[src/sample_types_pkg.sv]
/*
  Data path types for the sample discriminator.
  Each channel carries words of parallel signed samples, and the bus types
  gather one word per channel for the top level ports.
*/
package sample_types_pkg;

  // number of independent discriminator channels
  localparam int n_channels = 2;

  // bits in one ADC sample
  localparam int sample_width = 16;

  // samples delivered side by side in each word
  localparam int parallel_samples = 4;

  // one signed sample as it arrives from the converter
  typedef logic signed [sample_width-1:0] sample_t;

  // sample 0 sits in the low bits of the word and is the oldest in time
  typedef sample_t [parallel_samples-1:0] word_t;

  // one strobe bit per channel, bit 0 belongs to channel 0
  typedef logic [n_channels-1:0] chan_vec_t;

  // all channel words in one bus
  // channel 0 occupies the low word so the layout matches chan_vec_t
  typedef struct packed {
    word_t [n_channels-1:0] channel;
  } data_bus_t;

endpackage

[src/disc_config_pkg.sv]
/*
  Configuration and timestamp types for the sample discriminator.
  Thresholds for all channels arrive together in one config word, and each
  run of passed words is marked by a timestamp of timer and word index.
*/
package disc_config_pkg;

  // width of the passed-word index carried in a timestamp
  localparam int sample_index_width = 14;

  // width of the free running input word counter
  localparam int clock_width = 50;

  typedef logic [sample_index_width-1:0] sample_index_t;
  typedef logic [clock_width-1:0] timer_t;

  // high threshold in the upper half, low threshold in the lower half
  typedef struct packed {
    sample_types_pkg::sample_t high;
    sample_types_pkg::sample_t low;
  } thresholds_t;

  // one threshold pair per channel, channel 0 in the low bits
  typedef struct packed {
    thresholds_t [sample_types_pkg::n_channels-1:0] channel;
  } config_t;

  // timer above the index so a timestamp sorts by arrival time
  typedef struct packed {
    timer_t timer;
    sample_index_t sample_index;
  } timestamp_t;

  typedef struct packed {
    timestamp_t [sample_types_pkg::n_channels-1:0] channel;
  } timestamp_bus_t;

endpackage

[src/channel_discriminator.sv]
/*
  One channel of the sample discriminator.
  Holds the channel thresholds, the one-bit hysteresis state, the input word
  timer and the passed-word index. Passed words and run timestamps leave two
  cycles after the word enters.
*/
`timescale 1ns/1ps

module channel_discriminator (
  input  logic                         clk,
  input  logic                         reset,
  input  sample_types_pkg::word_t      word,
  input  logic                         word_valid,
  input  disc_config_pkg::thresholds_t config_in,
  input  logic                         config_valid,
  input  logic                         reset_state,
  output sample_types_pkg::word_t      out_word,
  output logic                         out_valid,
  output disc_config_pkg::timestamp_t  timestamp,
  output logic                         timestamp_valid
);

  disc_config_pkg::thresholds_t thresholds;

  // registered word and decisions from the compare stage
  sample_types_pkg::word_t det_word;
  logic                    det_valid;
  logic                    above_high;
  logic                    below_low;

  // hysteresis state, high while words are being passed
  logic is_high;
  logic next_high;
  logic run_start;

  disc_config_pkg::timer_t        timer;
  disc_config_pkg::sample_index_t sample_index;

  // new thresholds take effect on the word after the config strobe
  always_ff @(posedge clk) begin
    if (reset) begin
      thresholds <= '0;
    end else if (config_valid) begin
      thresholds <= config_in;
    end
  end

  threshold_detect i_threshold_detect (
    .clk          (clk),
    .reset        (reset),
    .word         (word),
    .word_valid   (word_valid),
    .thresholds   (thresholds),
    .word_q       (det_word),
    .word_valid_q (det_valid),
    .above_high   (above_high),
    .below_low    (below_low)
  );

  // a high word wins over the low test, otherwise the state holds
  always_comb begin
    next_high = is_high;
    if (above_high) begin
      next_high = 1'b1;
    end else if (below_low) begin
      next_high = 1'b0;
    end
  end

  assign run_start = above_high && !is_high;

  always_ff @(posedge clk) begin
    if (reset || reset_state) begin
      is_high <= 1'b0;
    end else if (det_valid) begin
      is_high <= next_high;
    end
  end

  // the timer counts every valid word and keeps running through reset_state
  always_ff @(posedge clk) begin
    if (reset) begin
      timer <= '0;
    end else if (det_valid) begin
      timer <= timer + disc_config_pkg::timer_t'(1);
    end
  end

  // index counts passed words, so the timestamp sees the count before this one
  always_ff @(posedge clk) begin
    if (reset || reset_state) begin
      sample_index <= '0;
    end else if (det_valid && next_high) begin
      sample_index <= sample_index + disc_config_pkg::sample_index_t'(1);
    end
  end

  always_ff @(posedge clk) begin
    if (reset) begin
      out_valid       <= 1'b0;
      timestamp_valid <= 1'b0;
    end else begin
      out_valid       <= det_valid && next_high;
      timestamp_valid <= det_valid && run_start;
    end
  end

  // payload registers only load when their strobe will be set
  always_ff @(posedge clk) begin
    if (det_valid && next_high) begin
      out_word <= det_word;
    end
    if (det_valid && run_start) begin
      timestamp.timer        <= timer;
      timestamp.sample_index <= sample_index;
    end
  end

endmodule

[src/sample_discriminator.sv]
/*
  Top level of the multi-channel sample discriminator.
  Splits the data and config buses into channels, runs one discriminator per
  channel and gathers the passed words and timestamps back onto output buses.
*/
`timescale 1ns/1ps

module sample_discriminator (
  input  logic                            clk,
  input  logic                            reset,
  input  sample_types_pkg::data_bus_t     data_in,
  input  sample_types_pkg::chan_vec_t     data_in_valid,
  input  disc_config_pkg::config_t        config_in,
  input  logic                            config_valid,
  input  logic                            reset_state,
  output sample_types_pkg::data_bus_t     data_out,
  output sample_types_pkg::chan_vec_t     data_out_valid,
  output disc_config_pkg::timestamp_bus_t timestamps_out,
  output sample_types_pkg::chan_vec_t     timestamps_valid
);

  // per-channel results, one element per instance
  sample_types_pkg::word_t     chan_word      [sample_types_pkg::n_channels];
  logic                        chan_valid     [sample_types_pkg::n_channels];
  disc_config_pkg::timestamp_t chan_timestamp [sample_types_pkg::n_channels];
  logic                        chan_ts_valid  [sample_types_pkg::n_channels];

  for (genvar ch = 0; ch < sample_types_pkg::n_channels; ch++) begin : g_channel
    channel_discriminator i_channel_discriminator (
      .clk             (clk),
      .reset           (reset),
      .word            (data_in.channel[ch]),
      .word_valid      (data_in_valid[ch]),
      .config_in       (config_in.channel[ch]),
      .config_valid    (config_valid),
      .reset_state     (reset_state),
      .out_word        (chan_word[ch]),
      .out_valid       (chan_valid[ch]),
      .timestamp       (chan_timestamp[ch]),
      .timestamp_valid (chan_ts_valid[ch])
    );
  end

  // pack channel results back onto the output buses
  always_comb begin
    for (int ch = 0; ch < sample_types_pkg::n_channels; ch++) begin
      data_out.channel[ch]       = chan_word[ch];
      data_out_valid[ch]         = chan_valid[ch];
      timestamps_out.channel[ch] = chan_timestamp[ch];
      timestamps_valid[ch]       = chan_ts_valid[ch];
    end
  end

endmodule

[src/threshold_detect.sv]
/*
  Threshold comparison stage for one channel.
  Compares every sample of an incoming word against the high and low
  thresholds and registers the reduced decisions next to the word, so the
  hysteresis logic sees a word and its decisions in the same cycle.
*/
`timescale 1ns/1ps

module threshold_detect (
  input  logic                        clk,
  input  logic                        reset,
  input  sample_types_pkg::word_t     word,
  input  logic                        word_valid,
  input  disc_config_pkg::thresholds_t thresholds,
  output sample_types_pkg::word_t     word_q,
  output logic                        word_valid_q,
  output logic                        above_high,
  output logic                        below_low
);

  // per-sample comparison results before reduction
  logic [sample_types_pkg::parallel_samples-1:0] sample_above;
  logic [sample_types_pkg::parallel_samples-1:0] sample_below;

  // all comparisons are signed, so negative samples sit below a zero threshold
  always_comb begin
    for (int i = 0; i < sample_types_pkg::parallel_samples; i++) begin
      sample_above[i] = $signed(word[i]) > $signed(thresholds.high);
      sample_below[i] = $signed(word[i]) < $signed(thresholds.low);
    end
  end

  always_ff @(posedge clk) begin
    if (reset) begin
      word_valid_q <= 1'b0;
    end else begin
      word_valid_q <= word_valid;
    end
  end

  // a single sample over the high threshold is enough to start a run
  // but every sample must drop under the low threshold to end it
  always_ff @(posedge clk) begin
    word_q     <= word;
    above_high <= |sample_above;
    below_low  <= &sample_below;
  end

endmodule
[config.mk]
export PLATFORM = sky130hd
export DESIGN_NAME = sample_discriminator
export DESIGN_NICKNAME = d
export VERILOG_FILES = /design/src/sample_types_pkg.sv /design/src/disc_config_pkg.sv /design/src/channel_discriminator.sv /design/src/sample_discriminator.sv /design/src/threshold_detect.sv
export SDC_FILE = /design/constraint.sdc
export NUM_CORES = 1
export LEC_CHECK = 0
export ABC_AREA = 1
export BUFFER_PORTS_ARGS = -buffer_cell sky130_fd_sc_hd__buf_4
export CAP_MARGIN = 25
export CORE_MARGIN = 4
export CORE_UTILIZATION = 45
export CTS_CLUSTER_SIZE = 16
export DETAILED_ROUTE_END_ITERATION = 8
export GPL_TIMING_DRIVEN = 0
export PLACE_DENSITY = 0.63
export SETUP_SLACK_MARGIN = 0.3
export SYNTH_ARGS = -nofsm -noshare
export SYNTH_HDL_FRONTEND = slang
export SYNTH_HIERARCHICAL = 1
export SYNTH_SLANG_ARGS = --single-unit
[constraint.sdc]
create_clock -name clk -period 4.35 [get_ports clk]
set_input_delay 0.435 -clock clk [delete_from_list [all_inputs] [get_ports clk]]
set_output_delay 0.435 -clock clk [all_outputs]
set_load 0.05 [all_outputs]
Word-level counts from Yosys, hierarchy flattened
Cells that the tools add are included.

Bits of input ports: 198. Word-level logic and storage cells: 77. Output and inout bits: 260. Bits in registers: 588.

$lt $le $gt $ge: 16. Add/subtract/negate cells: 4. Muxes and demuxes: 4. Reductions and logical operators: 13.

Operators with widths (number): 16-bit greater-than comparator (8); 16-bit < comparator (8); 50-bit by 1-bit adder with 50-bit output, second input constant (2); 14-bit by 1-bit adder with 14-bit output, second input constant (2); 4-bit AND reduction (2); 4-bit OR reduction (2); 1-bit logical AND (6); 1-bit two-way mux (4); 1-bit zero test (2); 1-bit logical OR (1).

Depth between registers and ports, before layout
Depth in word-level cells: 3. Mapped depth: 15. Mapped depth without buffers: 15.

Hierarchy
Netlist, hierarchy kept.

By module, submodules not included: channel_discriminator (instances 2, seq. area each 5825.6 um^2, area an instance 8640.8 um^2, cells an instance 864); threshold_detect (instances 2, seq. area each 1341.3 um^2, area an instance 4460.5 um^2, cells an instance 554).

Least setup slack after synthesis
Ideal clock, no wire load.

Path type: register -> register. From: register g_channel[0].i_channel_discriminator.i_threshold_detect.word_valid_q. To: register g_channel[0].i_channel_discriminator/timestamp[0] (netlist name), enable pin. Data required time: 3864 ps. Setup time: 486 ps. Period minus slack after synthesis: 3680 ps. Slack: 670 ps. Buffers on the path: 1. Arrival time: 3194 ps. Stages on the path, launching flop included: 4. Path through: dfxtp_1 -> buf_4 -> nand2_1 -> nor2_1.

Longest elaborated chain between the ends: 1.

Ends and longest elaborated chain: start, declared (RTL line threshold_detect.sv:16) `output logic word_valid_q,`; start signal, assigned (RTL line threshold_detect.sv:37) `word_valid_q <= word_valid;`; 1-bit logical AND (RTL line channel_discriminator.sv:113) `if (det_valid && run_start) begin`; end, declared (RTL line channel_discriminator.sv:19) `output disc_config_pkg::timestamp_t timestamp,`.

Every way passes these cells. A chain may end at the register's enable or synchronous reset.

Final worst setup path
From: register g_channel[0].i_channel_discriminator.i_threshold_detect.word_valid_q. To: register g_channel[0].i_channel_discriminator.sample_index[10].

Longest elaborated chain between the ends: 1.

Ends and longest elaborated chain: 1-bit logical AND (RTL line channel_discriminator.sv:93) `end else if (det_valid && next_high) begin`; end signal, assigned (RTL line channel_discriminator.sv:94) `sample_index <= sample_index + disc_config_pkg::sample_index_t'(1);`; end, declared (RTL line channel_discriminator.sv:37) `disc_config_pkg::sample_index_t sample_index;`.

Every way passes these cells.

==> results.cfg <==
[global_routing]
grt_util_met1 = 0.332
gr-max-usage-layer = met2
grtUsageMet2 = 0.409
overflow = 0
grt_pass1_wl_um = 121000
grt_max_degree = 74
met3_usage = 0.0465
grt_antenna_before_repair = 12
grt_pass1_vias = 21100
grt_usage = 0.247

[critical_path]
crit_chain = buf_4 > nand2_1 > nand2_1 > buf_4 > nand3_2 > nor2_2 > nand2_1 > o21ai_0 > nor2_1
crit_required_ns = 4.86
start_kind = register
worstPathMaxFanout = 73
slowest_delay_ns = 0.75
slowest_stage = buf_4
critPathCaptureType = register
critPathKind = reg -> reg
cp.arrival_ns = 2.84
crit_top_cell = nand2_1

[floorplan]
start_util = 0.454
ios = 458
rows = 88
die_y_um = 249
design.die.area_mm2 = 0.0622
core-area_mm2 = 0.0577
die_w_um = 249

[clocking]
clk_latency_ns = 0.63
cts_tree = done
cts_buffers = 61
clockBufferDepth = 3
cts_num_sinks = 588
htree_num_levels = 2
cts-resized-gates = 0
cts_root_buf = clkbuf_16
path_clk_slew_ns = 0.06

[final_layout]
utilization = 0.597
final_nets = 3977
drive_above_1_share = 0.179
final_cell_mix = 580 x nand2_1, 461 x buf_4, 450 x nor2_1
layout_commonest_cell = nand2_1
fin_cells = 4355
fillCellCount = 5001
area_growth_pct = 31.5

[job]
max-cap-violations = 0

[synth]
async_reset_ff_frac = 0
netlist_area_mm2 = 0.0262
synth-edff-count = 256
synth_area_leaders = edfxtp_1 29%, dfxtp_1 25%, ha_1 12%
postSynthAreaPerCell_um2 = 9.24
yosysSeqAreaShare = 0.547
yosysWarnings = 6
synth_nets = 3286
synthFlopType = dfxtp_1
ys_seq_elements = 588
synth_cell_types = 39
synth_top_cell_by_area = edfxtp_1
yosysTopAreaCellShare = 0.293
synth_cells = 2836

[place]
gp_congestion = 0.970
dp_hpwl_um = 61100
dp_cells = 4060
portBuffers = 457

[route]
dr_total_vias = 21700
ant_nets = 0
firstDrtPassIters = 7
avgViaCountPerCell = 4.98
wl_per_cell_um = 18.2
drt_iter0_markers = 1402
drc = 0
wirelength_um = 79100

[sta]
slew_headroom = 0.336
final_max_slew_viol_count = 0
min_period_over_period = 0.538
rsz0062_at_grt = no
skew_ns = 0.0201
tightestPinTransition_ns = 0.996
finalHoldViolations = 0
min_period_ns = 2.34
setup_viol = 0
max_freq_mhz = 427

[hold_path]
min_from = config_in[3]
hold_path.class = in -> reg

[pwr]
powerDensity_mw_per_mm2 = 390
p_leak_nw = 14.8
ir_drop_mv = 0.484

[run_status]
status = completed
layout make-up:
class                           instances  area (um^2)  share of cell area
Multi-Input combinational cell       1900        10500               0.305
Clock inverter                         43          478              0.0139
Timing Repair Buffer                  628         5160               0.150
Sequential cell                       588        14300               0.416
Clock buffer                           73         1620              0.0471
Tap cell                              765          957              0.0278
Antenna cell                           10         25.0            0.000726
Inverter                              310         1160              0.0338
Buffer                                 38          195             0.00566
stage by stage:
stage	power [W]	setup TNS, ns	worst slack, ns	hold slack, ns	area, um^2
floorplan	0.00734	0	0.670	0.386	26200
global placement	0.00800	-54.05	-0.476	0.386	30600
detailed placement	0.00804	0	2.02	0.389	30600
CTS	0.0136	0	1.97	0.0000557	34400
global route	0.0140	0	1.72	0.0252	34500
finish	0.0134	0	2.01	0.0419	34500
worst max-delay path, delay by kind of cell, from the launching register on:
kind,cells,cell delay (ns)
compound gates,1,0.17
buf+inv,2,0.95
flops,1,0.32
simple gates,6,0.77
power by group:
group	total, W	internal [W]	leakage [nW]	switching [W]
Combinational	0.00196	0.000704	8.62	0.00126
Sequential	0.00610	0.00601	5.12	0.0000922
Clock	0.00538	0.00308	1.01	0.00230
Total	0.0134	0.00979	14.8	0.00366
kinds of logic after synthesis:
group                      synth area share
and+or+nand+nor                       0.211
adders and majority gates             0.120
buffers and inverters                0.0519
xor gates and xnor gates            0.00535
AOI/OAI and AO/OA                    0.0640
DFF                                   0.547
layer usage:
layer / up-vias / part of all wire
met4: 4 / 0.031
met3: 139 / 0.065
met2: 707 / 0.47
met5: - / 0.00034
li1: 10800 / -
met1: 10100 / 0.44
cell usage after synthesis (8+ instances only):
cell type  count
nand2_1      580
nor2_1       452
dfxtp_1      332
inv_1        304
edfxtp_1     256
ha_1         252
a21oi_1      148
o21ai_0      124
nand3_1      120
nor3_1        50
nand4_1       34
nor2_2        28
clkbuf_1      24
o21bai_1      20
nand2_2       14
xnor2_1       10
a21o_1         8
o21a_1         8
registers in the layout, indices dropped and copies added, names as in the netlist, named ones only:
name,count
g_channel.i_channel_discriminator/i_threshold_detect/word_q,128
g_channel.i_channel_discriminator/out_word,128
g_channel.i_channel_discriminator/timestamp,128
g_channel.i_channel_discriminator/timer,100
g_channel.i_channel_discriminator/thresholds,64
g_channel.i_channel_discriminator/sample_index,28
g_channel.i_channel_discriminator/is_high,2
g_channel.i_channel_discriminator/out_valid,2
g_channel.i_channel_discriminator/timestamp_valid,2
worst paths after layout:
check	end	slack (ns)	depth (start not counted)
hold reg to reg	g_channel[0].i_channel_discriminator/out_word[25]	0.40	0
setup reg to reg	register	2.01	9
setup / recovery	register	2.01	9
hold / removal	register	0.04	3
repair_timing:
action	4_1_cts	5_1_grt
hold endpoints to repair	169	0
setup buffers	0	0
hold buffers	169	0
Note: power is estimated with default switching activity, not from simulation.
